<file path="src/verilog/cordic_pkg.sv">
`default_nettype none

package cordic_pkg;

    //////////////////////////////////////////////////////////////////////
    // Widths and scaling
    localparam int ANGLE_W = 9;
    localparam int DATA_W = 32;
    localparam int IN_SCALE = 10000;
    localparam int DEG_UNITS = 10000;

    // Input angle boundaries, whole degrees
    localparam int FOLD_EDGE_IN = 45;
    localparam int FOLD_EDGE_OUT = 135;
    localparam int QUAD_EDGE = 90;

    //////////////////////////////////////////////////////////////////////
    // Angle constants in units of 0.0001 degree
    localparam int QUARTER_TURN = 900000;
    localparam int HALF_TURN = 1800000;

    localparam int FRIENDLY_HI = 265650;
    localparam int FRIENDLY_LO = 103050;
    localparam int ATAN_FRIENDLY1 = 162600;
    localparam int ATAN_FRIENDLY2 = 368700;

    localparam int USR_THRESH = 35630;
    localparam int ATAN_USR = 71250;

    localparam int NOM_SHIFT_1 = 5;
    localparam int NOM_SHIFT_2 = 6;
    localparam int NOM_SHIFT_3 = 7;
    localparam int ATAN_NOM_1 = 17900;
    localparam int ATAN_NOM_2 = 8950;
    localparam int ATAN_NOM_3 = 4480;

    // Micro rotation, k steps of 0.056 deg
    localparam int MICRO_SHIFT = 10;
    localparam int ATAN_MICRO = 560;
    localparam int MICRO_MAX_K = 8;
    localparam int MICRO_K_W = 5;

    // Input register to normalizer output
    localparam int LATENCY = 11;

    //////////////////////////////////////////////////////////////////////
    // Enums
    typedef enum logic [2:0] {
        FOLD_FAR_NEG,
        FOLD_NEG,
        FOLD_CENTRE,
        FOLD_POS,
        FOLD_FAR_POS
    } fold_region_t;

    typedef enum logic [1:0] {
        QUAD_NEG_FAR,   // -180 .. -90
        QUAD_NEG,       // -90 .. 0
        QUAD_POS,       // 0 .. 90
        QUAD_POS_FAR    // 90 .. 180
    } quadrant_t;

endpackage

`default_nettype wire

</file>
<file path="src/verilog/friendly_stage.sv">
`default_nettype none

module friendly_stage
    import cordic_pkg::*;
(
    input  wire logic                     clk,
    input  wire logic signed [DATA_W-1:0] x,
    input  wire logic signed [DATA_W-1:0] y,
    input  wire logic signed [DATA_W-1:0] z,
    output logic signed [DATA_W-1:0]     x_o,
    output logic signed [DATA_W-1:0]     y_o,
    output logic signed [DATA_W-1:0]     z_o
);

    logic signed [5:0]        cf, sf;
    logic signed [DATA_W-1:0] dz;
    logic signed [DATA_W-1:0] rot_x, rot_y, rot_z;

    // 41/1024, close to 1/25
    function automatic logic signed [DATA_W-1:0] div25(input logic signed [DATA_W-1:0] v);
        return (v >>> 5) + (v >>> 6) - (v >>> 8) - (v >>> 9) - (v >>> 10);
    endfunction

    // Integer rotations of magnitude 25
    always_comb
    begin
        if (z < -FRIENDLY_HI)
        begin
            cf = 6'sd20;
            sf = -6'sd15;
            dz = -ATAN_FRIENDLY2;
        end
        else if (z < -FRIENDLY_LO)
        begin
            cf = 6'sd24;
            sf = -6'sd7;
            dz = -ATAN_FRIENDLY1;
        end
        else if (z < FRIENDLY_LO)
        begin
            cf = 6'sd25;
            sf = 6'sd0;
            dz = '0;
        end
        else if (z < FRIENDLY_HI)
        begin
            cf = 6'sd24;
            sf = 6'sd7;
            dz = ATAN_FRIENDLY1;
        end
        else
        begin
            cf = 6'sd20;
            sf = 6'sd15;
            dz = ATAN_FRIENDLY2;
        end
    end

    always_ff @(posedge clk)
    begin
        rot_x <= cf * x + sf * y;
        rot_y <= cf * y - sf * x;
        rot_z <= z - dz;
        // Second step, scale back down
        x_o <= div25(rot_x);
        y_o <= div25(rot_y);
        z_o <= rot_z;
    end

endmodule

`default_nettype wire

</file>
<file path="config.mk">
export PLATFORM = sky130hd
export DESIGN_NAME = friendly_stage
export DESIGN_NICKNAME = d
export VERILOG_FILES = /design/src/verilog/cordic_pkg.sv /design/src/verilog/friendly_stage.sv
export SDC_FILE = /design/constraint.sdc
export NUM_CORES = 2
export LEC_CHECK = 0
export BUFFER_PORTS_ARGS = -buffer_cell sky130_fd_sc_hd__buf_2
export CAP_MARGIN = 20
export CELL_PAD_IN_SITES_DETAIL_PLACEMENT = 2
export CELL_PAD_IN_SITES_GLOBAL_PLACEMENT = 2
export CORE_MARGIN = 2
export CORE_UTILIZATION = 40
export DETAILED_ROUTE_END_ITERATION = 16
export PLACE_DENSITY = 0.9
export SLEW_MARGIN = 20
export SYNTH_ARGS = -nofsm -noshare
export SYNTH_HDL_FRONTEND = slang
export SYNTH_SLANG_ARGS = --single-unit
</file>
<file path="constraint.sdc">
create_clock -name clk -period 11 [get_ports clk]
set_clock_uncertainty 0.05 [all_clocks]
set_input_delay 3.3 -clock clk [delete_from_list [all_inputs] [get_ports clk]]
set_output_delay 3.3 -clock clk [all_outputs]
set_load 0.03 [all_outputs]
</file>
==> flow_metrics.tcl <==
set metrics [dict create \
    status "completed" \
    synth_commonest_cells "770 x inv_1, 571 x fa_1, 340 x ha_1" \
    grt_max_degree 69 \
    worstMarginPinSlew_ns 0.7480 \
    cts_buffers 17 \
    io_pins 193 \
    cts_hold_buf 0 \
    critPathRequiredTime_ns 11.41 \
    cts_sinks 180 \
    maxCapViolCount 0 \
    path_clk_slew_ns 0.10 \
    routed_wl_um 114600 \
    syn_avg_cell_area_um2 9.561 \
    cts_setup_buffers 0 \
    fillers 8057 \
    synth.area.top_cells "fa_1 38%, ha_1 14%, dfxtp_1 12%" \
    die_h_um 276.9 \
    cts-resized-gates 0 \
    end_kind "flip-flop" \
    rsz0062_at_grt "false" \
    die-area_um2 76650 \
    area_growth_pct 9.188 \
    first_pass_iters 5 \
    rows 100 \
    worst-path-max-fanout 46 \
    antenna_found_initial 9 \
    portBuffers 192 \
    synth_top_area_cell "fa_1" \
    dp_hpwl_um 86590 \
    yosysSeqAreaShare 0.1210 \
    gr-total-overflow 0 \
    synth_cells 3115 \
    drc 0 \
    timing.hold.ws_ns 0.2664 \
    synth.most_common_cell "inv_1" \
    fmax_ghz 0.09398 \
    setup_viol 0 \
    grtUsageTotal 0.3062 \
    num_vias 23150 \
    cts_buffer_depth 2 \
    period_share 0.9673 \
    report.final.slew_viol_count 0 \
    cts_tree "yes" \
    syn_area_um2 29780 \
    cp.arrival_ns 11.05 \
    worst_setup_path_start_kind "primary input" \
    post_drt_wl_per_cell_um 26.84 \
    avgViaCountPerCell 5.422 \
    setup-tns-final_ns 0 \
    drtIter0Drc 1156 \
    grt_pass1_vias 28749 \
    finalHoldViolations 0 \
    path_class "primary input to flip-flop" \
    insertion_delay_ns 0.54 \
    core-area_um2 74070 \
    drive_gt1_frac 0.08376 \
    clockRootBuffer "clkbuf_16" \
    multi_input_area_um2 23090 \
    period_minus_slack_ns 10.64 \
    yosys.area.top_type_share 0.3838 \
    hold_path_class "flip-flop to flip-flop" \
    synth-main-ff-cell "dfxtp_1" \
    grt_pass1_wl_um 175500 \
    fin_nets 4290 \
    syn_nets 4123 \
    async_flop_share 0 \
    yosysWarnings 0 \
    place_congestion 0.8766 \
    synth_cell_types 78 \
    regArea_um2 3603 \
    cts-htree-levels 4 \
    start_util 0.4021 \
    antenna_left 0 \
    die_w_um 276.9 \
    synth_edf_count 0 \
    synth_seq_cells 180 \
    slew_headroom 0.5014 \
]
## path summary, 6_finish.rpt
kind	from	endpoint	slack (ns)	cells after the start
min reg2reg	rot_z[21]	z_o[21]	0.27	0
max	z[12]	rot_x[31]	0.36	26
max reg2reg	rot_y[12]	y_o[26]	6.12	14
min	rot_z[21]	z_o[21]	0.27	0
## cell type report
| cell class | instances | share of cell area |
|---|---|---|
| Antenna cell | 6 | 0.0004617 |
| Clock buffer | 18 | 0.01351 |
| Clock inverter | 14 | 0.005579 |
| Inverter | 770 | 0.08888 |
| Multi-Input combinational cell | 2108 | 0.7101 |
| Sequential cell | 180 | 0.1108 |
| Tap cell | 969 | 0.03728 |
| Timing Repair Buffer | 205 | 0.03332 |
## layout by cell type (no fill, tap or decap), drive strengths merged, types with 45 or more instances in the layout
cell type	n
a21oi	94
nor2b	75
nor2	125
buf	205
nand2	192
ha	340
fa	571
inv	776
and2	215
a21o	45
xnor2	118
dfxtp	180
## critical path: stages
cell and delay, ns:
buf_2 0.14, nor3_1 0.35, o211ai_1 0.25, a41oi_4 0.24, inv_2 0.18, nand2_2 0.22, buf_4 0.63, nand2_1 0.35
fa_1 0.67, inv_1 0.10, fa_1 0.64, fa_1 0.50, fa_1 0.42, inv_1 0.12, fa_1 0.45, inv_1 0.13
ha_1 0.36, a21o_1 0.28, a21o_1 0.20, a21oi_1 0.15, o21ai_0 0.12, a21o_1 0.21, a2111oi_0 0.39, a21oi_1 0.19
a31oi_1 0.23, xnor2_1 0.18
## logic make-up (layout without fill, tap and decap cells)
kind of cell	count (synthesis)	in the layout	share of synthesized area
XOR/XNOR	156	156	0.04588
flip-flops	180	180	0.1210
AO/OA/AOI/OAI	312	312	0.07575
AND/OR/NAND/NOR	725	725	0.1246
multiplexers	4	4	0.001344
buffers and inverters	827	1007	0.1047
other	0	6	0
adder cells (fa/ha/maj)	911	911	0.5267
## metal layers
layer  GRT usage  wire length (µm)  vias to the layer above
met5           0                49                        -
met4      0.2092              8456                        8
met3     0.05982              5395                      485
met2      0.5606             60490                      828
li1            -                 -                     9803
met1      0.3147             40190                    12026
## state kept, by name, indices dropped and copies added (netlist names)
name   flops
rot_z     32
rot_x     27
z_o       32
rot_y     27
x_o       31
y_o       31
## metrics by stage
step	util	instance area (µm²)	instances	setup slack [ns]
4_1_cts	0.4388	32500	4264	0.5510
6_report	0.4390	32520	4270	0.3597
2_1_floorplan	-	29780	3115	1.403
3_3_place_gp	0.4304	31880	4232	0.7421
3_5_place_dp	0.4304	31880	4232	0.2450
5_1_grt	0.4389	32510	4266	0.07440
Power is left out: the tool's default activity adds up to more than one toggle a clock period on the data nets, which glitch-free logic cannot reach.
