$ cat config.mk
export PLATFORM = sky130hd
export DESIGN_NAME = micro_stage
export DESIGN_NICKNAME = d
export VERILOG_FILES = /design/src/verilog/cordic_pkg.sv /design/src/verilog/micro_stage.sv
export SDC_FILE = /design/constraint.sdc
export NUM_CORES = 1
export LEC_CHECK = 0
export ABC_AREA = 0
export BUFFER_PORTS_ARGS = -buffer_cell sky130_fd_sc_hd__buf_2
export CAP_MARGIN = 10
export CORE_ASPECT_RATIO = 1.25
export CORE_MARGIN = 1.5
export CORE_UTILIZATION = 40
export DETAILED_ROUTE_END_ITERATION = 16
export GPL_ROUTABILITY_DRIVEN = 1
export MAX_ROUTING_LAYER = met4
export PLACE_DENSITY_LB_ADDON = 0.25
export SETUP_SLACK_MARGIN = 0.2
export SLEW_MARGIN = 5
export SYNTH_ARGS = -nofsm -noshare
export SYNTH_HDL_FRONTEND = slang
export SYNTH_SLANG_ARGS = --single-unit
$ cat constraint.sdc
create_clock -name clk -period 19.9 [get_ports clk]
set_input_delay 3.98 -clock clk [delete_from_list [all_inputs] [get_ports clk]]
set_output_delay 3.98 -clock clk [all_outputs]
set_load 0.02 [all_outputs]
$ cat src/verilog/cordic_pkg.sv
`default_nettype none

package cordic_pkg;

    //////////////////////////////////////////////////////////////////////
    // Widths and scaling
    localparam int ANGLE_W = 9;
    localparam int DATA_W = 32;
    localparam int IN_SCALE = 10000;
    localparam int DEG_UNITS = 10000;

    // Input angle boundaries, whole degrees
    localparam int FOLD_EDGE_IN = 45;
    localparam int FOLD_EDGE_OUT = 135;
    localparam int QUAD_EDGE = 90;

    //////////////////////////////////////////////////////////////////////
    // Angle constants in units of 0.0001 degree
    localparam int QUARTER_TURN = 900000;
    localparam int HALF_TURN = 1800000;

    localparam int FRIENDLY_HI = 265650;
    localparam int FRIENDLY_LO = 103050;
    localparam int ATAN_FRIENDLY1 = 162600;
    localparam int ATAN_FRIENDLY2 = 368700;

    localparam int USR_THRESH = 35630;
    localparam int ATAN_USR = 71250;

    localparam int NOM_SHIFT_1 = 5;
    localparam int NOM_SHIFT_2 = 6;
    localparam int NOM_SHIFT_3 = 7;
    localparam int ATAN_NOM_1 = 17900;
    localparam int ATAN_NOM_2 = 8950;
    localparam int ATAN_NOM_3 = 4480;

    // Micro rotation, k steps of 0.056 deg
    localparam int MICRO_SHIFT = 10;
    localparam int ATAN_MICRO = 560;
    localparam int MICRO_MAX_K = 8;
    localparam int MICRO_K_W = 5;

    // Input register to normalizer output
    localparam int LATENCY = 11;

    //////////////////////////////////////////////////////////////////////
    // Enums
    typedef enum logic [2:0] {
        FOLD_FAR_NEG,
        FOLD_NEG,
        FOLD_CENTRE,
        FOLD_POS,
        FOLD_FAR_POS
    } fold_region_t;

    typedef enum logic [1:0] {
        QUAD_NEG_FAR,   // -180 .. -90
        QUAD_NEG,       // -90 .. 0
        QUAD_POS,       // 0 .. 90
        QUAD_POS_FAR    // 90 .. 180
    } quadrant_t;

endpackage

`default_nettype wire

$ cat src/verilog/micro_stage.sv
`default_nettype none

module micro_stage
    import cordic_pkg::*;
(
    input  wire logic                     clk,
    input  wire logic signed [DATA_W-1:0] x,
    input  wire logic signed [DATA_W-1:0] y,
    input  wire logic signed [DATA_W-1:0] z,
    output logic signed [DATA_W-1:0]     x_o,
    output logic signed [DATA_W-1:0]     y_o,
    output logic signed [DATA_W-1:0]     z_o
);

    logic signed [MICRO_K_W-1:0] k;

    // Step count k, z over ATAN_MICRO rounded to nearest
    // Band 0 spans -280 up to just below 280, saturates at 8 steps
    always_comb
    begin
        k = '0;
        for (int m = 1; m <= MICRO_MAX_K; m++)
        begin
            if (z >= m * ATAN_MICRO - ATAN_MICRO / 2)
                k++;
            if (z < ATAN_MICRO / 2 - m * ATAN_MICRO)
                k--;
        end
    end

    always_ff @(posedge clk)
    begin
        x_o <= x + k * (y >>> MICRO_SHIFT);
        y_o <= y - k * (x >>> MICRO_SHIFT);
        z_o <= z - k * ATAN_MICRO;
    end

endmodule

`default_nettype wire

==> metrics.md <==
| Metric | Value |
|---|---|
| Syn_area_per_cell | 8.650 um^2 |
| Number of synthesized flops with an enable pin | 0 |
| Crit. End Element | register |
| Status | finished clean |
| Final worst path period need | 18.53 ns |
| Synth-to-layout area growth | 11.72% |
| CP Launch Point | z[17] |
| Layout Utilization | 45.28% |
| Routed wire length per instance | 15.94 um |
| CTS tree | done |
| Post-synth net total | 2321 |
| CP most frequent cell | ha_1 |
| Finished Cell Area | 17670 um^2 |
| Ys Warns | 0 |
| Hold path cells | 1 |
| Slew HR | 39.88% |
| Chip Width | 180.8 um |
| Fraction of registers with async set/reset | 0% |
| Vias per Instance | 5.115 |
| Worst min path class | in2reg |
| Final setup vio count | 0 |
| Layout Cells excl Fill | 2508 |
| Hold_sp | z[0] |
| FMAX | 0.05395 GHz |
| Slew Limit Fails | 0 |
| Clk root buf | clkbuf_16 |
| DRT Wirelength | 39.98 mm |
| Unique masters post-synth | 90 |
| 1st-iter DRT viols | 549 |
| Share of cells above drive strength 1 | 13.79% |
| Clock Pin Slew Worst Setup and Hold Paths | 0.08 ns |
| Post-DP HPWL | 33.89 mm |
| Initial Util | 40.53% |
| Area after DPL | 17340 um^2 |
| Largest net degree at the start of global routing | 49 |
| Num rows | 81 |
| Register area share after synthesis | 12.15% |
| #FFs+latches synth | 96 |
| Antenna Nets Post-Route | 0 |
| Syn Inst Count | 1828 |
| Longest Clk Path Bufs | 2 |
| Crit Path Max Fanout | 9 |
| TNS Setup | 0 ns |
| Worst slew pin tran | 0.9019 ns |
| Die area | 40740 um^2 |
| Element type at the critical path start | input pin |
| CTS Buf Count | 9 |
| Top Ports | 193 |
| Primary FF master, synth | dfxtp_1 |
| Net count reported at finish | 2497 |
| CORE AREA | 39020 um^2 |
| Max cap viols | 0 |
| First-pass GRT wire length | 67.00 mm |
| Placed cells | 2491 |
| IO buf count | 192 |
| Crit-path slowest cell | fa_1 |
| Total via count in the routed design | 12830 |
| CP required | 20.20 ns |
| Height of the die | 225.3 um |
| RSZ-0062 raised after global routing | true |
| Critical path type | in2reg |
| Cell Area, Synth | 15810 um^2 |
| Hold_buf cts | 0 |
| 1st-pass router iterations | 5 |
| Worst stage delay on the critical path | 0.60 ns |
| GPL Wtd Cong | 0.8937 |
| Drc violations | 0 |
| Final period util | 93.14% |
| CP arrival | 18.83 ns |
| Clock Sinks | 96 |
| Grt total ovfl | 0 |
| Vias in the first global route | 13510 |
| GRT Total Usage | 21.51% |
| Final hold viol count | 0 |
| Initial antenna violation count | 0 |
| H-tree depth | 3 |
==> registers in the layout (all words and copies together), names as in the netlist <==
register	cells
x_o	32
z_o	32
y_o	32
==> per-layer routing <==
layer	global-route usage [%]	vias to the layer above	wire, um
met1	25.70	6268	17570
li1	-	6287	-
met4	8.403	0	1102
met5	-	-	0
met2	37.20	219	19990
met3	2.376	54	1321
==> area by class of cell <==
type                            count  area (um^2)
Fill cell                        3889        21350
Multi-Input combinational cell   1331        12420
Sequential cell                    96         1922
Inverter                          364         1366
Timing Repair Buffer              202         1036
Tap cell                          498        623.1
Clock buffer                        9        225.2
Clock inverter                      7        73.82
Antenna cell                        1        2.502
==> path summary, 6_finish.rpt <==
check | endpoint | slack (ns)
max | x_o[30] | 1.37
min | z_o[0] | 3.67
==> worst max-delay path, delay by kind of cell <==
kind	cells	cell delay [ns]
compound gates	23	5.27
xor+xnor	2	0.28
fa+ha+maj	14	4.85
buf+inv	6	0.55
mux	3	0.79
simple gates	18	3.10
==> cells in the mapped netlist (4+ instances only) <==
cell type  number  area (um^2)
a211o_1         4        35.03
a211oi_1       12        90.09
a21boi_0        5        37.54
a21o_1         18        135.1
a21oi_1        74        370.4
a31o_2         10        87.58
a31oi_1        14        87.58
and2_1         87        544.3
and3_1         11        68.82
and4_1          4        35.03
buf_2           7        35.03
clkbuf_1       24        90.09
dfxtp_1        96         1922
fa_1          206         4124
ha_1          190         2377
inv_1         363         1363
mux2_2          4        45.04
nand2_1       111        416.7
nand2b_1        9        56.30
nand3_1        28        140.1
nand4_1        15        93.84
nor2_1        157        589.3
nor2b_1        13        81.33
nor3_1         30        150.1
nor3b_1         4        30.03
nor4_1          6        37.54
nor4_4          4        85.08
o2111ai_1       4        35.03
o211ai_1       12        90.09
o21a_1         18        135.1
o21ai_0        48        240.2
o21bai_1       17        127.6
o311ai_0        5        43.79
o31a_1          4        35.03
o31ai_1        12        90.09
or2_2           9        56.30
or3_1          11        68.82
xnor2_1        81        709.4
xor2_1         23        201.4
==> cells in the final DEF, fill, tap and decap left out, drive strengths merged, types with 9 or more instances in the layout <==
cell type,instances
nand3,30
and2,87
a31o,11
xnor2,84
buf,202
and3,11
or2,12
nor2b,13
fa,206
o21ai,51
nor2,158
nand2,111
clkbuf,9
o21bai,17
a31oi,14
inv,367
o31ai,12
or3,11
o21a,18
a21oi,74
nor3,32
ha,190
o211ai,12
a211oi,13
nand2b,9
nand4,17
dfxtp,96
nor4,12
a21o,18
xor2,25
==> cell families after synthesis <==
group,count (synthesis),share of synthesized area (%)
and+or+nand+nor,523,16.95
buffers and inverters,401,9.693
adders and majority gates,396,41.11
AOI/OAI and AO/OA,293,12.83
xor gates and xnor gates,111,6.639
DFF,96,12.15
muxes,8,0.6172
==> timing repair <==
| item | 4_1_cts | 5_1_grt |
|---|---|---|
| endpoints found under the setup margin | 0 | 9 |
| hold endpoints to repair | 0 | 0 |
| resized for setup | 0 | 6 |
| buffers inserted | 0 | 0 |
==> through the flow <==
step	setup slack (ns)	hold WS [ns]
final	1.365	3.666
after detailed placement	0.3937	4.084
after global routing	0.1749	3.649
after global placement	0.7416	4.082
after floorplan	2.421	4.008
after CTS	0.8020	3.637
Power is left out: the tool's default activity adds up to more than one toggle a clock period on the data nets, which glitch-free logic cannot reach.
