### config.mk
export PLATFORM = sky130hd
export DESIGN_NAME = pipe_control
export DESIGN_NICKNAME = d
export VERILOG_FILES = /design/src/verilog/cordic_pkg.sv /design/src/verilog/pipe_control.sv
export SDC_FILE = /design/constraint.sdc
export NUM_CORES = 1
export LEC_CHECK = 0
export ABC_CLOCK_PERIOD_IN_PS = 830
export BUFFER_PORTS_ARGS = -buffer_cell sky130_fd_sc_hd__buf_2
export CAP_MARGIN = 20
export CORE_MARGIN = 2
export CORE_UTILIZATION = 35
export DETAILED_ROUTE_END_ITERATION = 8
export GPL_TIMING_DRIVEN = 0
export PLACE_DENSITY = 0.64
export SYNTH_ARGS = -nofsm -noshare
export SYNTH_HDL_FRONTEND = slang
export SYNTH_SLANG_ARGS = --single-unit
### constraint.sdc
create_clock -name clk -period 0.83 [get_ports clk]
set_input_delay 0.083 -clock clk [delete_from_list [all_inputs] [get_ports clk]]
set_output_delay 0.083 -clock clk [all_outputs]
set_load 0.01 [all_outputs]
### src/verilog/cordic_pkg.sv
`default_nettype none

package cordic_pkg;

    //////////////////////////////////////////////////////////////////////
    // Widths and scaling
    localparam int ANGLE_W = 9;
    localparam int DATA_W = 32;
    localparam int IN_SCALE = 10000;
    localparam int DEG_UNITS = 10000;

    // Input angle boundaries, whole degrees
    localparam int FOLD_EDGE_IN = 45;
    localparam int FOLD_EDGE_OUT = 135;
    localparam int QUAD_EDGE = 90;

    //////////////////////////////////////////////////////////////////////
    // Angle constants in units of 0.0001 degree
    localparam int QUARTER_TURN = 900000;
    localparam int HALF_TURN = 1800000;

    localparam int FRIENDLY_HI = 265650;
    localparam int FRIENDLY_LO = 103050;
    localparam int ATAN_FRIENDLY1 = 162600;
    localparam int ATAN_FRIENDLY2 = 368700;

    localparam int USR_THRESH = 35630;
    localparam int ATAN_USR = 71250;

    localparam int NOM_SHIFT_1 = 5;
    localparam int NOM_SHIFT_2 = 6;
    localparam int NOM_SHIFT_3 = 7;
    localparam int ATAN_NOM_1 = 17900;
    localparam int ATAN_NOM_2 = 8950;
    localparam int ATAN_NOM_3 = 4480;

    // Micro rotation, k steps of 0.056 deg
    localparam int MICRO_SHIFT = 10;
    localparam int ATAN_MICRO = 560;
    localparam int MICRO_MAX_K = 8;
    localparam int MICRO_K_W = 5;

    // Input register to normalizer output
    localparam int LATENCY = 11;

    //////////////////////////////////////////////////////////////////////
    // Enums
    typedef enum logic [2:0] {
        FOLD_FAR_NEG,
        FOLD_NEG,
        FOLD_CENTRE,
        FOLD_POS,
        FOLD_FAR_POS
    } fold_region_t;

    typedef enum logic [1:0] {
        QUAD_NEG_FAR,   // -180 .. -90
        QUAD_NEG,       // -90 .. 0
        QUAD_POS,       // 0 .. 90
        QUAD_POS_FAR    // 90 .. 180
    } quadrant_t;

endpackage

`default_nettype wire

### src/verilog/pipe_control.sv
`default_nettype none

module pipe_control
    import cordic_pkg::*;
(
    input  wire logic                      clk,
    input  wire logic                      arst_n,
    input  wire logic                      in_valid,
    input  wire logic signed [ANGLE_W-1:0] x_in,
    input  wire logic signed [ANGLE_W-1:0] y_in,
    input  wire logic signed [ANGLE_W-1:0] z_in,
    output logic signed [ANGLE_W-1:0]     x_q,
    output logic signed [ANGLE_W-1:0]     y_q,
    output logic signed [ANGLE_W-1:0]     z_q,
    output quadrant_t                      quad_d,
    output logic                           out_valid
);

    logic [LATENCY-1:0] valid_pipe;
    quadrant_t          quad_in;
    quadrant_t          quad_pipe [0:LATENCY-2];

    // Quadrant of the raw input angle
    always_comb
    begin
        if (z_in <= -QUAD_EDGE)
            quad_in = QUAD_NEG_FAR;
        else if (z_in <= 0)
            quad_in = QUAD_NEG;
        else if (z_in <= QUAD_EDGE)
            quad_in = QUAD_POS;
        else
            quad_in = QUAD_POS_FAR;
    end

    always_ff @(posedge clk or negedge arst_n)
    begin
        if (!arst_n)
            valid_pipe <= '0;
        else
            valid_pipe <= {valid_pipe[LATENCY-2:0], in_valid};
    end

    // Input register plus quadrant delay, one entry short of the valid line
    always_ff @(posedge clk)
    begin
        x_q <= x_in;
        y_q <= y_in;
        z_q <= z_in;
        quad_pipe[0] <= quad_in;
        for (int i = 1; i < LATENCY - 1; i++)
            quad_pipe[i] <= quad_pipe[i-1];
    end

    assign quad_d = quad_pipe[LATENCY-2];
    assign out_valid = valid_pipe[LATENCY-1];

endmodule

`default_nettype wire

==> results.ini <==
[critical_path]
cp_cell_sequence = buf_2
required_ns = 0.75
cp_max_fo = 1
cp_top_family = flip-flops
cp-start-kind = flip-flop
cp-end-kind = output pin
slowest_delay_ns = 0.35
critPathBufInv = 1
critPathKind = flip-flop to output pin
startpoint = valid_pipe[10]$_DFF_PN0_
r2r-start = valid_pipe[2]$_DFF_PN0_
crit_slowest_cell = dfrtp_1
cp.arrival_ns = 0.81

[route]
routed_wl_microns = 2530
ant_nets = 0
first_pass_iters = 3
wl_per_cell_microns = 11.4
via_count = 883
drcViolationCount = 0
initialDrtViolationCount = 23
routed_via_density = 3.98

[hold_path]
min_from = z_in[6]
min_path_type = input port to flip-flop

[placement]
dpl_cell_area_sq_mm = 0.00167
dp_hpwl_microns = 1350
routabilityCongestion = 0.695
io_buffers = 59

[status]
status = finished with violations
violations = negative setup slack

[timing]
clock_skew_ns = 0.00538
whs_ns = 0.104
period_share_pct = 107
worst_slack_ns = -0.0587
rsz0062_at_grt = true
hold_viol_final = 0
timing_worst_slew_pin_value_ns = 0.318
fin_tns_setup_ns = -0.112
setup_viol = 8
relSlewSlack_pct = 78.6
slew_viol_final = 0
final.min_clock_period_ns = 0.889
timing.fmax_ghz = 1.13

[power_and_ir_drop]
power.density_mw_per_mm2 = 2880
internal_power_mw = 5.34
p_comb_share_pct = 5.7
vdd_drop_max_mv = 2.02
p_switching_mw = 1.20
power_leakage_nw = 1.05
swShare_pct = 18.4
fin_total_pwr_mw = 6.54
seq_power_share_pct = 46.0
clkPwrFrac_pct = 48.3

[synthesis]
yosys.area.top_type = dfxtp_1
synth_warnings = 0
synth_cell_types = 13
yosysMostFrequentCell = dfxtp_1
synthTopCellsByCount = dfxtp_1 (47), dfrtp_1 (11), nand2_1 (2)
synth_fp_nets = 100
syn_inst = 70
ys_seq_area_share_pct = 92.7
ys_ff_latch = 58
yosys-top-cells-area = dfxtp_1 (72%), dfrtp_1 (21%), nor4_4 (1.6%)
synth_area_sq_mm = 0.00131
synth.avg_cell_area_sq_um = 18.8
synth_top_area_share_pct = 71.7
synth-edff-count = 0
synthArstFlopShare_pct = 19.0
synth_top_flop_cell = dfxtp_1

[die]
die_h_microns = 65.2
std_cell_rows = 22
initial_core_util_pct = 36.1
fp.coreArea_sq_mm = 0.00363
ioPinCount = 60
die-area_sq_mm = 0.00426
dieWidth_microns = 65.2

[layout]
antennaDiodeCount = 0
nets = 199
postLayoutCellArea_sq_mm = 0.00227
drive_gt1_share_pct = 48.9
fill_cells = 280
syn_to_final_growth_pct = 73.1

[global_routing]
grt_usage_pct = 12.7
grt_max_degree = 12
grt-ovfl-total = 0
grt_pass1_wl_microns = 3820
grt_pass1_vias = 918
antenna_found_initial = 0

[clock_network]
numCtsBuffers = 9
root_buffer = clkbuf_8
clk_pin_slew_ns = 0.06
cts.sinks = 58
htreeDepth = 3
cts_tree = built
clkLatencyLatePin_ns = 0.32
max-clock-path-buffers = 2
post-cts-setup-buffers = 0

[flow_run]
maxCapViolCount = 0

==> power by group through the flow <==
stage	clock, mW	sequential, mW	combinational [mW]
6_report	3.16	3.01	0.376
5_1_grt	3.39	3.02	0.404
4_1_cts	3.25	3.01	0.354
3_5_place_dp	0	3.06	0.243
3_3_place_gp	0	3.05	0.235
2_1_floorplan	0	3.10	0.0211
==> layer usage <==
metal | up-vias | GRT usage [%] | part of all wire, %
met5 | - | 0 | 0
met1 | 407 | 11.2 | 35
met4 | 0 | 4.69 | 0
li1 | 431 | - | -
met2 | 45 | 21.9 | 55
met3 | 0 | 9.59 | 10
==> cells in the final DEF (no fill, tap or decap), drive strengths merged <==
master and n:
nand2 2, nand3 1, nor4 2, dlygate4sd3 29, a21oi 1, clkinv 2
dfxtp 47, buf 59, clkbuf 11, a311o 1, o22ai 1, o21a 1
o211a 1, dfrtp 11, and4 1, a32oi 1, bufinv 3
==> registers in the layout (all words and copies together), names as in the netlist <==
name / cells
quad_pipe: 20
valid_pipe: 11
x_q: 9
y_q: 9
z_q: 9
==> path summary, 6_finish.rpt <==
check	endpoint	slack, ns	depth (start not counted)
max in group asynchronous	valid_pipe[0]$_DFF_PN0_	0.48	2
worst max register to register	valid_pipe[3]$_DFF_PN0_	0.34	0
worst min-delay path	quad_pipe[0][0]$_SDFF_PP0_	0.10	3
worst max-delay path	out_valid	-0.06	1
min in group asynchronous	valid_pipe[8]$_DFF_PN0_	0.16	2
worst min register to register	quad_pipe[5][0]$_DFF_P_	0.32	0
==> final cells by class <==
class | instances | area, sq um | share of cell area, %
clock buffers | 11 | 151 | 6.66
clock inverters | 5 | 100 | 4.41
multi-input cells | 12 | 106 | 4.68
flip-flops and latches | 58 | 1220 | 53.9
well taps | 48 | 60.1 | 2.64
repair buffers | 88 | 629 | 27.7
==> stage by stage <==
step	util, %	std cells	setup WS, ns
after floorplan	-	70	0.0988
after global placement	45.9	177	-0.0763
after detailed placement	45.9	177	-0.106
after CTS	61.4	222	-0.0832
after global routing	62.5	222	-0.109
final	62.5	222	-0.0587
==> cell families (layout without fill, tap and decap cells) <==
| family | after synthesis | count (layout) | share of synthesized area, % |
|---|---|---|---|
| AOI/OAI and AO/OA | 6 | 6 | 3.62 |
| DFF | 58 | 58 | 92.7 |
| and+or+nand+nor | 6 | 6 | 3.72 |
| buffers and inverters | 0 | 104 | 0 |
==> what timing repair did <==
item,in CTS,in global routing
endpoints found under the hold margin,40,0
endpoints found under the setup margin,30,31
gates resized for setup,6,10
hold buffers,29,0
(Power assumes the default switching activity.)
