`src/verilog/cordic_pkg.sv`:
```
`default_nettype none

package cordic_pkg;

    //////////////////////////////////////////////////////////////////////
    // Widths and scaling
    localparam int ANGLE_W = 9;
    localparam int DATA_W = 32;
    localparam int IN_SCALE = 10000;
    localparam int DEG_UNITS = 10000;

    // Input angle boundaries, whole degrees
    localparam int FOLD_EDGE_IN = 45;
    localparam int FOLD_EDGE_OUT = 135;
    localparam int QUAD_EDGE = 90;

    //////////////////////////////////////////////////////////////////////
    // Angle constants in units of 0.0001 degree
    localparam int QUARTER_TURN = 900000;
    localparam int HALF_TURN = 1800000;

    localparam int FRIENDLY_HI = 265650;
    localparam int FRIENDLY_LO = 103050;
    localparam int ATAN_FRIENDLY1 = 162600;
    localparam int ATAN_FRIENDLY2 = 368700;

    localparam int USR_THRESH = 35630;
    localparam int ATAN_USR = 71250;

    localparam int NOM_SHIFT_1 = 5;
    localparam int NOM_SHIFT_2 = 6;
    localparam int NOM_SHIFT_3 = 7;
    localparam int ATAN_NOM_1 = 17900;
    localparam int ATAN_NOM_2 = 8950;
    localparam int ATAN_NOM_3 = 4480;

    // Micro rotation, k steps of 0.056 deg
    localparam int MICRO_SHIFT = 10;
    localparam int ATAN_MICRO = 560;
    localparam int MICRO_MAX_K = 8;
    localparam int MICRO_K_W = 5;

    // Input register to normalizer output
    localparam int LATENCY = 11;

    //////////////////////////////////////////////////////////////////////
    // Enums
    typedef enum logic [2:0] {
        FOLD_FAR_NEG,
        FOLD_NEG,
        FOLD_CENTRE,
        FOLD_POS,
        FOLD_FAR_POS
    } fold_region_t;

    typedef enum logic [1:0] {
        QUAD_NEG_FAR,   // -180 .. -90
        QUAD_NEG,       // -90 .. 0
        QUAD_POS,       // 0 .. 90
        QUAD_POS_FAR    // 90 .. 180
    } quadrant_t;

endpackage

`default_nettype wire

```
`src/verilog/sign_normalize.sv`:
```
`default_nettype none

module sign_normalize
    import cordic_pkg::*;
(
    input  wire logic                     clk,
    input  wire logic signed [DATA_W-1:0] x,
    input  wire logic signed [DATA_W-1:0] y,
    input  wire logic signed [DATA_W-1:0] z,
    input  wire quadrant_t                quad,
    output logic signed [DATA_W-1:0]     x_out,
    output logic signed [DATA_W-1:0]     y_out,
    output logic signed [DATA_W-1:0]     z_out
);

    logic signed [DATA_W-1:0] x_mag, y_mag;

    assign x_mag = x[DATA_W-1] ? -x : x;
    assign y_mag = y[DATA_W-1] ? -y : y;

    // Signs of cos and sin per input quadrant
    always_ff @(posedge clk)
    begin
        case (quad)
            QUAD_NEG_FAR:
            begin
                x_out <= -x_mag;
                y_out <= -y_mag;
            end
            QUAD_NEG:
            begin
                x_out <= x_mag;
                y_out <= -y_mag;
            end
            QUAD_POS:
            begin
                x_out <= x_mag;
                y_out <= y_mag;
            end
            default:
            begin
                x_out <= -x_mag;
                y_out <= y_mag;
            end
        endcase
        z_out <= z;
    end

endmodule

`default_nettype wire

```
`config.mk`:
```
export PLATFORM = sky130hd
export DESIGN_NAME = sign_normalize
export DESIGN_NICKNAME = d
export VERILOG_FILES = /design/src/verilog/cordic_pkg.sv /design/src/verilog/sign_normalize.sv
export SDC_FILE = /design/constraint.sdc
export NUM_CORES = 1
export LEC_CHECK = 0
export BUFFER_PORTS_ARGS = -buffer_cell sky130_fd_sc_hd__buf_2
export CAP_MARGIN = 0
export CORE_ASPECT_RATIO = 1.4
export CORE_MARGIN = 2
export CORE_UTILIZATION = 34
export CTS_CLUSTER_SIZE = 28
export DETAILED_ROUTE_END_ITERATION = 6
export GPL_TIMING_DRIVEN = 0
export PLACE_DENSITY = 0.68
export REMOVE_ABC_BUFFERS = 1
export SKIP_CTS_REPAIR_TIMING = 1
export SYNTH_ARGS = -nofsm -noshare
export SYNTH_HDL_FRONTEND = slang
export SYNTH_SLANG_ARGS = --single-unit
```
`constraint.sdc`:
```
create_clock -name clk -period 3.8 [get_ports clk]
set_input_delay 0 -clock clk [delete_from_list [all_inputs] [get_ports clk]]
set_output_delay 0 -clock clk [all_outputs]
set_load 0.02 [all_outputs]
```
==> impl_metrics.sql <==
INSERT INTO impl_metrics (metric_group, metric, value, unit) VALUES
('timing', 'fin_setup_tns', '0', 'ps'),
('logic_synthesis', 'synthesis.area', '0.005542', 'mm^2'),
('worst_setup_path', 'crit_cells', '10', ''),
('cts', 'cts.root.buffer_cell', 'sky130_fd_sc_hd__clkbuf_16', ''),
('logic_synthesis', 'ys_async_sr_fraction', '0', '%'),
('hold_path', 'worstHoldPathCells', '3', ''),
('worst_setup_path', 'critPathKind', 'input pin to register', ''),
('timing', 'timing_max_transition_violations_final', '0', ''),
('routing', 'first_iter_violations', '168', ''),
('place', 'place_area', '0.006594', 'mm^2'),
('worst_setup_path', 'crit_path_max_fanout', '12', ''),
('cts', 'clk_pin_slew', '70', 'ps'),
('floorplan', 'die_height', '155.1', 'um'),
('finish', 'finish.instance_area', '0.007261', 'mm^2'),
('floorplan', 'dieArea', '0.01735', 'mm^2'),
('finish', 'layout-drive-gt1-share', '28.01', '%'),
('finish', 'final_cell_count_no_fill', '1045', ''),
('place', 'placedCellCount', '993', ''),
('finish', 'antennaDiodeCount', '0', ''),
('routing', 'detailroute.via_count', '5437', ''),
('routing', 'vias_per_cell', '5.203', ''),
('place', 'port_buffers', '194', ''),
('timing', 'slew_of_the_pin_with_the_lowest_slew_margin', '1030', 'ps'),
('hold_path', 'hold_class', 'input pin to register', ''),
('floorplan', 'fp-row-count', '55', ''),
('global_route', 'wire_length_of_the_first_global_routing_pass', '23260', 'um'),
('routing', 'antenna_nets_post_route', '0', ''),
('worst_setup_path', 'worstSetupEndpointType', 'register', ''),
('pwr', 'p_leak', '3.019', 'nW'),
('pwr', 'power.net_switching', '1.000', 'mW'),
('logic_synthesis', 'yosysWarningCount', '0', ''),
('hold_path', 'hold_end', 'x_out[31]$_DFF_P_', ''),
('logic_synthesis', 'synth-edff-count', '0', ''),
('cts', 'htree_num_levels', '3', ''),
('worst_setup_path', 'timing.critical_path.cells', 'dlygate4sd3_1 -> buf_2 -> or4_1 -> or4_1 -> or2_2 -> o31a_1 -> a211oi_2 -> and3_1 -> a31oi_1 -> xnor2_1', ''),
('cts', 'cts_inserted_buffers', '9', ''),
('global_route', 'pin_count_of_the_biggest_net_entering_global_routing', '49', ''),
('logic_synthesis', 'synth.yosys.seq_area_share', '34.68', '%'),
('timing', 'rsz0062_at_grt', 'false', ''),
('global_route', 'grt.total_usage', '16.55', '%'),
('finish', 'multi_input_comb_area', '0.003400', 'mm^2'),
('timing', 'max_freq', '0.2838', 'GHz'),
('cts', 'cts_tree', 'built', ''),
('routing', 'wire_per_inst', '14.83', 'um'),
('logic_synthesis', 'syn_inst', '641', ''),
('worst_setup_path', 'path_common_cell', 'sky130_fd_sc_hd__or4_1', ''),
('timing', 'hold_ws', '-12.65', 'ps'),
('pwr', 'vdd_drop_max', '276.2', 'uV'),
('timing', 'timing.final.crit_share', '92.72', '%'),
('pwr', 'power_switching_share', '33.89', '%'),
('status', 'run_status', 'finished, violations left', ''),
('cts', 'cts_num_sinks', '96', ''),
('floorplan', 'design.portCount', '195', ''),
('finish', 'final_core_util', '45.28', '%'),
('logic_synthesis', 'ys_seq_elements', '96', ''),
('pwr', 'power.share.clock', '31.0', '%'),
('pwr', 'power_per_cell_area', '406.6', 'mW/mm^2'),
('logic_synthesis', 'syn-mean-instance-area', '8.645', 'um^2'),
('worst_setup_path', 'crit_family', 'simple AND/OR/NAND/NOR gates', ''),
('status', 'failed_checks', 'hold timing', ''),
('timing', 'final-hold-violation-count', '1', ''),
('logic_synthesis', 'ys_dominant_reg_cell', 'sky130_fd_sc_hd__dfxtp_1', ''),
('run', 'cap_viol_max_count', '0', ''),
('global_route', 'grt_pass1_vias', '4880', ''),
('pwr', 'power.share.combinational', '28.6', '%'),
('global_route', 'antenna_found_initial', '1', ''),
('floorplan', 'core', '0.01603', 'mm^2'),
('worst_setup_path', 'max_stage_delay', '780', 'ps'),
('cts', 'clockBufferDepth', '2', ''),
('pwr', 'internal_power', '1.952', 'mW'),
('floorplan', 'initial_core_util', '34.56', '%');
[synthesized netlist by cell type (3+ instances only)]
library cell / number / share of area (%)
sky130_fd_sc_hd__dfxtp_1: 96 / 35
sky130_fd_sc_hd__xnor2_1: 63 / 10
sky130_fd_sc_hd__xor2_1: 53 / 8.4
sky130_fd_sc_hd__nor2_1: 43 / 2.9
sky130_fd_sc_hd__nand2_1: 40 / 2.7
sky130_fd_sc_hd__clkbuf_1: 33 / 2.2
sky130_fd_sc_hd__o21ai_0: 29 / 2.6
sky130_fd_sc_hd__a21oi_1: 27 / 2.4
sky130_fd_sc_hd__nor3_1: 19 / 1.7
sky130_fd_sc_hd__a31oi_1: 17 / 1.9
sky130_fd_sc_hd__or4_1: 17 / 2.3
sky130_fd_sc_hd__o31ai_1: 15 / 2.0
sky130_fd_sc_hd__inv_1: 13 / 0.88
sky130_fd_sc_hd__nor4_1: 12 / 1.4
sky130_fd_sc_hd__or3_1: 12 / 1.4
sky130_fd_sc_hd__or2_2: 9 / 1.0
sky130_fd_sc_hd__nand3_1: 8 / 0.72
sky130_fd_sc_hd__nand4_1: 8 / 0.90
sky130_fd_sc_hd__o41ai_1: 7 / 1.1
sky130_fd_sc_hd__and2_1: 6 / 0.68
sky130_fd_sc_hd__and4_1: 6 / 0.95
sky130_fd_sc_hd__ha_1: 6 / 1.4
sky130_fd_sc_hd__mux2i_1: 6 / 1.1
sky130_fd_sc_hd__nand2b_1: 6 / 0.68
sky130_fd_sc_hd__and3_1: 5 / 0.56
sky130_fd_sc_hd__nor2b_1: 5 / 0.56
sky130_fd_sc_hd__nor3b_1: 5 / 0.68
sky130_fd_sc_hd__a211oi_1: 4 / 0.54
sky130_fd_sc_hd__a41oi_1: 4 / 0.63
sky130_fd_sc_hd__buf_2: 4 / 0.36
sky130_fd_sc_hd__nand4b_1: 4 / 0.63
sky130_fd_sc_hd__or4_4: 3 / 0.61
[routing by layer]
metal	routed length [um]	up-vias	GRT usage, %
met5	11	-	0
met4	291	2	6.349
met3	1078	25	4.558
met2	8133	194	30.22
met1	5988	2505	18.10
li1	-	2711	-
[cells in the final DEF, fill, tap and decap left out, drive strengths merged, types with 9 or more instances in the layout]
cell type and instances:
nor2 44, dlygate4sd3 36, o21ai 29, dfxtp 96, or2 9, nand4 9, a31oi 17, a21oi 27
o31ai 16, nor4 13, buf 194, or3 12, inv 17, nand2 40, xor2 54, clkbuf 9
or4 20, nor3 20, xnor2 63
[flip-flops by register name, summed over array words and instances (netlist names)]
| register | count |
|---|---|
| z_out | 32 |
| x_out | 32 |
| y_out | 32 |
[area by class of cell]
class                      count  area share [%]
timing repair buffer         230           18.34
inverter                      14          0.7238
clock buffer                   9           3.102
sequential                    96           26.47
multi-input combinational    490           46.82
clock inverter                 7           1.120
tap                          199           3.429
[power by group through the flow]
stage	Clock (mW)	Combinational [mW]	Sequential, mW
floorplan	0	0.306	1.41
global placement	0	0.810	1.22
detailed placement	0	0.816	1.22
CTS	0.952	0.820	1.20
global route	0.980	0.914	1.21
finish	0.914	0.846	1.19
[tightest hold or removal path, stage by stage]
cell	delay, ps
sky130_fd_sc_hd__buf_2	100
sky130_fd_sc_hd__nand4b_1	120
sky130_fd_sc_hd__a21oi_1	70
[stage by stage]
stage,power (mW),setup WS [ps],hold slack (ps)
after global routing,3.101,75.11,0.7667
after detailed placement,2.036,302.7,103.6
after CTS,2.969,684.8,-278.6
after floorplan,1.715,708.0,27.72
after global placement,2.029,321.6,101.8
final,2.952,276.6,-12.65
[logic make-up (layout without fill, tap and decap cells)]
kind of cell	after synthesis	count (layout)	synth area share [%]
AND/OR/NAND/NOR	226	226	23.71
AO/OA/AOI/OAI	135	135	16.57
XOR/XNOR	117	117	18.63
flip-flops	96	96	34.68
buffers and inverters	55	260	3.974
adder cells (fa/ha/maj)	6	6	1.355
multiplexers	6	6	1.084
[how the worst max path moves through the flow]
stage                        endpoint  slack, ps  start
finish              x_out[30]$_DFF_P_        280   x[2]
global route        x_out[27]$_DFF_P_         80   x[2]
CTS                 y_out[31]$_DFF_P_        680   y[0]
detailed placement  x_out[31]$_DFF_P_        300   x[0]
global placement    y_out[31]$_DFF_P_        320   y[0]
floorplan           y_out[31]$_DFF_P_        710   y[0]
Note: power is estimated with default switching activity, not from simulation.
