--- src/verilog/cordic_pkg.sv ---
`default_nettype none

package cordic_pkg;

    //////////////////////////////////////////////////////////////////////
    // Widths and scaling
    localparam int ANGLE_W = 9;
    localparam int DATA_W = 32;
    localparam int IN_SCALE = 10000;
    localparam int DEG_UNITS = 10000;

    // Input angle boundaries, whole degrees
    localparam int FOLD_EDGE_IN = 45;
    localparam int FOLD_EDGE_OUT = 135;
    localparam int QUAD_EDGE = 90;

    //////////////////////////////////////////////////////////////////////
    // Angle constants in units of 0.0001 degree
    localparam int QUARTER_TURN = 900000;
    localparam int HALF_TURN = 1800000;

    localparam int FRIENDLY_HI = 265650;
    localparam int FRIENDLY_LO = 103050;
    localparam int ATAN_FRIENDLY1 = 162600;
    localparam int ATAN_FRIENDLY2 = 368700;

    localparam int USR_THRESH = 35630;
    localparam int ATAN_USR = 71250;

    localparam int NOM_SHIFT_1 = 5;
    localparam int NOM_SHIFT_2 = 6;
    localparam int NOM_SHIFT_3 = 7;
    localparam int ATAN_NOM_1 = 17900;
    localparam int ATAN_NOM_2 = 8950;
    localparam int ATAN_NOM_3 = 4480;

    // Micro rotation, k steps of 0.056 deg
    localparam int MICRO_SHIFT = 10;
    localparam int ATAN_MICRO = 560;
    localparam int MICRO_MAX_K = 8;
    localparam int MICRO_K_W = 5;

    // Input register to normalizer output
    localparam int LATENCY = 11;

    //////////////////////////////////////////////////////////////////////
    // Enums
    typedef enum logic [2:0] {
        FOLD_FAR_NEG,
        FOLD_NEG,
        FOLD_CENTRE,
        FOLD_POS,
        FOLD_FAR_POS
    } fold_region_t;

    typedef enum logic [1:0] {
        QUAD_NEG_FAR,   // -180 .. -90
        QUAD_NEG,       // -90 .. 0
        QUAD_POS,       // 0 .. 90
        QUAD_POS_FAR    // 90 .. 180
    } quadrant_t;

endpackage

`default_nettype wire

--- src/verilog/nominal_stage.sv ---
`default_nettype none

module nominal_stage
    import cordic_pkg::*;
#(
    parameter int SHIFT = NOM_SHIFT_1,
    parameter int ATAN  = ATAN_NOM_1
)
(
    input  wire logic                     clk,
    input  wire logic signed [DATA_W-1:0] x,
    input  wire logic signed [DATA_W-1:0] y,
    input  wire logic signed [DATA_W-1:0] z,
    output logic signed [DATA_W-1:0]     x_o,
    output logic signed [DATA_W-1:0]     y_o,
    output logic signed [DATA_W-1:0]     z_o
);

    // Direction follows the sign of the residual angle
    always_ff @(posedge clk)
    begin
        if (z < 0)
        begin
            x_o <= x - (y >>> SHIFT);
            y_o <= y + (x >>> SHIFT);
            z_o <= z + ATAN;
        end
        else
        begin
            x_o <= x + (y >>> SHIFT);
            y_o <= y - (x >>> SHIFT);
            z_o <= z - ATAN;
        end
    end

endmodule

`default_nettype wire

--- config.mk ---
export PLATFORM = sky130hd
export DESIGN_NAME = nominal_stage
export DESIGN_NICKNAME = d
export VERILOG_FILES = /design/src/verilog/cordic_pkg.sv /design/src/verilog/nominal_stage.sv
export SDC_FILE = /design/constraint.sdc
export NUM_CORES = 1
export LEC_CHECK = 0
export ABC_AREA = 1
export BUFFER_PORTS_ARGS = -buffer_cell sky130_fd_sc_hd__buf_2
export CAP_MARGIN = 20
export CORE_ASPECT_RATIO = 1.25
export CORE_MARGIN = 4
export CORE_UTILIZATION = 40
export CTS_BUF_LIST = sky130_fd_sc_hd__clkbuf_2
export DETAILED_ROUTE_END_ITERATION = 8
export GPL_ROUTABILITY_DRIVEN = 0
export GPL_TIMING_DRIVEN = 0
export SETUP_SLACK_MARGIN = 0.1
export SLEW_MARGIN = 15
export SYNTH_ARGS = -nofsm -noshare
export SYNTH_HDL_FRONTEND = slang
export SYNTH_SLANG_ARGS = --single-unit
--- constraint.sdc ---
create_clock -name clk -period 4 [get_ports clk]
set_clock_uncertainty 0.1 [all_clocks]
set_input_delay 1 -clock clk [delete_from_list [all_inputs] [get_ports clk]]
set_output_delay 1 -clock clk [all_outputs]
set_load 0.01 [all_outputs]
==> flow_metrics.tcl, run 1 <==
set metrics [dict create \
    whs_endpoint "z_o[1]" \
    final_area_mm2 0.0117 \
    status "completed" \
    max-cap-violations 0 \
    gr-usage-all-layers_pct 22.9 \
    tightest_slew_ns 0.718 \
    p_int_uw 2120 \
    power.switching_uw 1660 \
    fin_nets 2111 \
    hold_violations 0 \
    routed_wirelength_um 32200 \
    netlist_instances 1709 \
    fmax_ghz 0.295 \
    maxSlewViolCount 0 \
    io_pins 193 \
    finalCritPeriodShare_pct 84.6 \
    postPlaceCellArea_mm2 0.0115 \
    clkTransAtPathRegs_ns 0.29 \
    final_antenna_net_count 0 \
    cp-start-kind "primary input" \
    fp.dieH_um 186 \
    p_seq_share_pct 33.4 \
    hold_start "z[1]" \
    endpoint_kind "flop" \
    power_density_mw_per_mm2 324 \
    clkSinkCount 96 \
    synth_cell_types 43 \
    remaining_drc_errors 0 \
    overflow 0 \
    ctsHoldBuffers 0 \
    layout_common_cells "nand2_1 (586), inv_1 (284), buf_2 (197), nor2_1 (184), ha_1 (99)" \
    post_cts_buffers 0 \
    rsz0062_at_grt "no" \
    cp.required_ns 4.51 \
    crit_fanout 31 \
    final_common_cell "nand2_1" \
    grt_max_degree 32 \
    yosysWarnings 0 \
    ctsResizeCount 0 \
    portBuffers 192 \
    worstPathArrival_ns 3.90 \
    combPwrFrac_pct 50.1 \
    syn_area_per_cell_um2 5.94 \
    min_period_ns 3.39 \
    num_rows 64 \
    drt_iter0_markers 530 \
    syn-cell-area_mm2 0.0102 \
    ys_seq_area_share_pct 18.9 \
    crit_type "in2reg" \
    clock_power_share_pct 16.4 \
    setup_violations 0 \
    cts_tree "built" \
    whs_path_depth 1 \
    slew_headroom_pct 52.1 \
    avgViaCountPerCell 4.81 \
    cts_made_buffers 9 \
    routedWlPerCell_um 14.3 \
    drive_above_1_share_pct 15.4 \
    leakage_uw 0.00688 \
    cts-root-buf "clkbuf_2" \
    synth_area_leaders "nand2_1 (22%), dfxtp_1 (19%), ha_1 (12%)" \
    grt_pass1_vias 10600 \
    synth_fp_nets 1908 \
    yosysTopAreaCellShare_pct 21.7 \
    dp_slack_ns -0.150 \
    hold_path_class "in2reg" \
    die-area_mm2 0.0280 \
    ir_drop_mv 0.180 \
    cts.htree.levels 3 \
    ys_seq_elements 96 \
    setup_ws_ns 0.615 \
    antenna_found_initial 4 \
    initial_utilization_pct 41.0 \
    synth_top_cell_by_area "nand2_1" \
    area_growth_pct 15.2 \
    p_sw_share_pct 44.0 \
    die_w_um 151 \
    place_hpwl_um 27800 \
    design.core.area_mm2 0.0247 \
    clock_path_buffers 2 \
    fill_cells 2687 \
    vias 10800 \
    drt_first_pass_iters 5 \
    grt_pass1_wl_um 50700 \
]
## how the worst max path moves through the flow
stage | start | end | slack (ns)
detailed placement | z[31] | z_o[28] | -0.15
global route | z[31] | x_o[29] | 0.32
CTS | z[31] | z_o[28] | 0.64
global placement | z[31] | z_o[28] | -0.11
finish | z[31] | z_o[28] | 0.61
floorplan | y[5] | x_o[25] | 0.79
## cell type report
class / instances / area (um2) / share of cell area [%]
multi-input combinational: 1315 / 7100 / 60.7
clock inverter: 7 / 114 / 0.973
clock buffer: 9 / 45.0 / 0.385
buffer: 7 / 40.0 / 0.342
antenna: 4 / 10.0 / 0.0856
tap: 330 / 413 / 3.53
sequential: 96 / 1920 / 16.4
inverter: 291 / 1090 / 9.35
timing repair buffer: 192 / 961 / 8.21
## registers in the layout, summed over array words and instances, names as in the netlist
signal  count
x_o        32
y_o        32
z_o        32
## logic make-up (layout without fill, tap and decap cells)
group                    Yosys count  in the layout  share of synthesized area [%]
AND/OR/NAND/NOR                  972            972                           40.9
AO/OA/AOI/OAI                    148            148                           8.22
XOR/XNOR                          93             93                           8.02
adder cells (fa/ha/maj)          102            102                           12.8
buffers and inverters            298            506                           11.2
other                              0              4                              0
flip-flops                        96             96                           18.9
## cells in the mapped netlist
cell type,count
a21o_1,2
a21oi_1,82
a21oi_2,10
and2_1,7
and2_4,2
buf_2,5
buf_6,1
clkbuf_1,1
clkinv_1,1
clkinv_2,1
dfxtp_1,96
fa_1,3
ha_1,99
inv_1,284
inv_2,5
nand2_1,586
nand2_2,28
nand2_4,1
nand3_1,95
nand3_2,5
nand3b_1,5
nand3b_2,2
nand4_1,14
nand4_2,1
nand4_4,1
nor2_1,184
nor2_2,10
nor2_4,9
nor3_1,12
nor3_2,3
nor3_4,1
nor4_1,1
o211ai_1,1
o21a_1,1
o21ai_0,27
o21ai_1,9
o21ai_2,2
o21bai_1,11
o21bai_2,1
o31ai_1,2
or2_1,5
xnor2_1,17
xor2_1,76
## metrics by stage
step	TNS (ns)	instances	hold slack (ns)	power, uW	utilization (%)
after floorplan	0	1709	0.928	2520	-
after global placement	-1.11	2231	1.00	3170	46.6
after detailed placement	-1.99	2231	1.00	3180	46.6
after CTS	0	2247	0.249	3830	47.2
after global routing	0	2250	0.251	4120	47.3
final	0	2251	0.311	3780	47.3
## critical path, stage by stage
cell and delay (ns):
buf_2 0.18, buf_6 0.18, clkinv_2 0.15, buf_2 0.27, buf_2 0.63, ha_1 0.40, nand2_1 0.15, inv_1 0.08
nand2_1 0.07, nand2_1 0.09, nand3b_1 0.29, nand3_1 0.20, nand2_1 0.07, nand2_1 0.06, nand2_1 0.05
## power by group through the flow
stage / Combinational (uW) / Clock (uW) / Sequential [uW]
CTS: 1910 / 656 / 1270
global route: 2140 / 690 / 1290
detailed placement: 1900 / 0 / 1290
floorplan: 1090 / 0 / 1430
global placement: 1890 / 0 / 1280
finish: 1900 / 622 / 1270
## metal layers
| layer | wire length [um] | vias up | global-route usage [%] |
|---|---|---|---|
| met5 | 20 | - | 0 |
| met4 | 1280 | 2 | 10.7 |
| met1 | 13300 | 4765 | 25.7 |
| met3 | 1490 | 85 | 2.86 |
| met2 | 16100 | 284 | 42.9 |
| li1 | - | 5700 | - |
(Power assumes the default switching activity.)
==> inputs of run 2 (changes only) <==
==> constraint.sdc (replaced) <==
create_clock -name clk -period 2.97 [get_ports clk]
set_clock_uncertainty 0.1 [all_clocks]
set_input_delay 0.7425 -clock clk [delete_from_list [all_inputs] [get_ports clk]]
set_output_delay 0.7425 -clock clk [all_outputs]
set_load 0.01 [all_outputs]
==> run 2 against run 1 <==
Total power rose by 35%. Count of clock-buffer cells in the layout did not move. First-iteration DRC count fell by 2.6%. Critical path type unchanged. Design area rose by 2.3%. Largest power group unchanged.
==> flow_metrics.tcl, run 2 (same netlist as run 1, synthesis figures left out) <==
set metrics [dict create \
    status "completed" \
    cts.htree.levels 3 \
    avgViaCountPerCell 4.88 \
    clkTransAtPathRegs_ns 0.26 \
    maxSlewViolCount 0 \
    crit_fanout 5 \
    routedWlPerCell_um 14.6 \
    slew_headroom_pct 74.9 \
    multi_input_area_mm2 0.00729 \
    die-area_mm2 0.0280 \
    portBuffers 192 \
    initial_utilization_pct 41.0 \
    overflow 0 \
    cts_made_buffers 9 \
    drive_above_1_share_pct 18.3 \
    fin_nets 2120 \
    final_common_cell "nand2_1" \
    crit_type "in2reg" \
    cts-root-buf "clkbuf_2" \
    drt_first_pass_iters 9 \
    tightest_slew_ns 0.372 \
    clock_path_buffers 2 \
    die_w_um 151 \
    antenna_found_initial 2 \
    grt_pass1_vias 10800 \
    hold_path_class "in2reg" \
    crit_start "y[5]" \
    rsz0062_at_grt "yes" \
    setup_violations 0 \
    top_regs "x_o x32, y_o x32, z_o x32" \
    max-cap-violations 0 \
    power_density_mw_per_mm2 427 \
    layout_common_cells "nand2_1 (574), inv_1 (281), buf_2 (193), nor2_1 (169), dfxtp_1 (96)" \
    cp.required_ns 3.45 \
    min_period_ns 2.82 \
    grt_max_degree 32 \
    routed_wirelength_um 33100 \
    fmax_ghz 0.354 \
    place_hpwl_um 27900 \
    setup_tns_ns 0 \
    worstPathArrival_ns 3.30 \
    drt_iter0_markers 516 \
    cts_tree "built" \
    clkSinkCount 96 \
    endpoint_kind "flop" \
    area_growth_pct 17.9 \
    io_pins 193 \
    vias 11000 \
    gr-usage-all-layers_pct 23.3 \
    ff_latch_area_mm2 0.00192 \
    cp-start-kind "primary input" \
    fp.dieH_um 186 \
    num_rows 64 \
    design.core.area_mm2 0.0247 \
    remaining_drc_errors 0 \
    hold_start "z[2]" \
    ir_drop_mv 0.285 \
    fill_cells 2683 \
    hold_ws_ns 0.151 \
    grt_pass1_wl_um 51100 \
    leakage_uw 0.00694 \
    finalCritPeriodShare_pct 95.0 \
    hold_violations 0 \
    final_antenna_net_count 0 \
]
[run 2: changes by cell type in the layout (fill, tap and decap cells not counted), moves of 4 or more]
cell and change:
a21oi_1 -8, a21oi_2 +7, buf_2 -4, buf_4 +8
ha_1 -7, ha_2 +4, nand2_1 -12, nand2_2 +11
nor2_1 -15, nor2_2 +14
[run 2: per-layer routing]
layer  vias up  GRT usage (%)  wire (um)
met5         -              0          0
met3        88           2.86       1410
met2       310           45.5      17300
met4         0           11.6       1470
li1       5717              -          -
met1      4888           24.1      12800
[run 2: path summary, 6_finish.rpt]
kind / end / slack, ns / cells after the start
max: x_o[28] / 0.15 / 18
min: z_o[2] / 0.15 / 2
[run 2: where the power goes]
| part | internal, uW | switching, uW | leakage (uW) | total [uW] |
|---|---|---|---|---|
| logic | 973 | 1670 | 0.00605 | 2650 |
| registers | 1620 | 71.7 | 0.000810 | 1690 |
| clock network | 273 | 497 | 0.0000782 | 770 |
| total | 2870 | 2240 | 0.00694 | 5110 |
[run 2: final cells by class]
cell class,count,share of cell area (%)
Sequential cell,96,16.1
Buffer,7,0.449
Inverter,291,9.31
Clock buffer,9,0.376
Timing Repair Buffer,201,8.67
Multi-Input combinational cell,1315,60.9
Antenna cell,3,0.0627
Clock inverter,5,0.690
Tap cell,330,3.45
[run 2: stage by stage]
step                setup WS (ns)  cell area [um2]  total power (uW)  utilization (%)  std cells
global route               0.0734            12000              5550             48.4       2256
global placement           -0.724            11600              4280             46.8       2231
finish                      0.147            12000              5110             48.4       2257
detailed placement         -0.741            11600              4290             46.8       2231
floorplan                  0.0833            10200              3400                -       1709
CTS                         0.121            11700              5100             47.4       2247
[run 2: worst max-delay path: stages]
cell and delay [ns]:
buf_4 0.17, inv_12 0.06, ha_4 0.14, inv_4 0.05, nor3_4 0.24, inv_2 0.07, nor2_4 0.16, nand2_2 0.08
nand2_2 0.08, xor2_1 0.17, inv_1 0.06, ha_1 0.37, nand2_1 0.16, o21bai_1 0.26, nand3b_2 0.23, nand2_1 0.11
nand3_1 0.09, nand2_1 0.06
[run 2: repair_timing]
item / in CTS / in global routing
hold buffers: 2 / 0
hold endpoints to repair: 2 / 0
pin swaps: 0 / 21
resized for setup: 1 / 58
setup endpoints to repair: 8 / 35
buffers inserted: 0 / 7
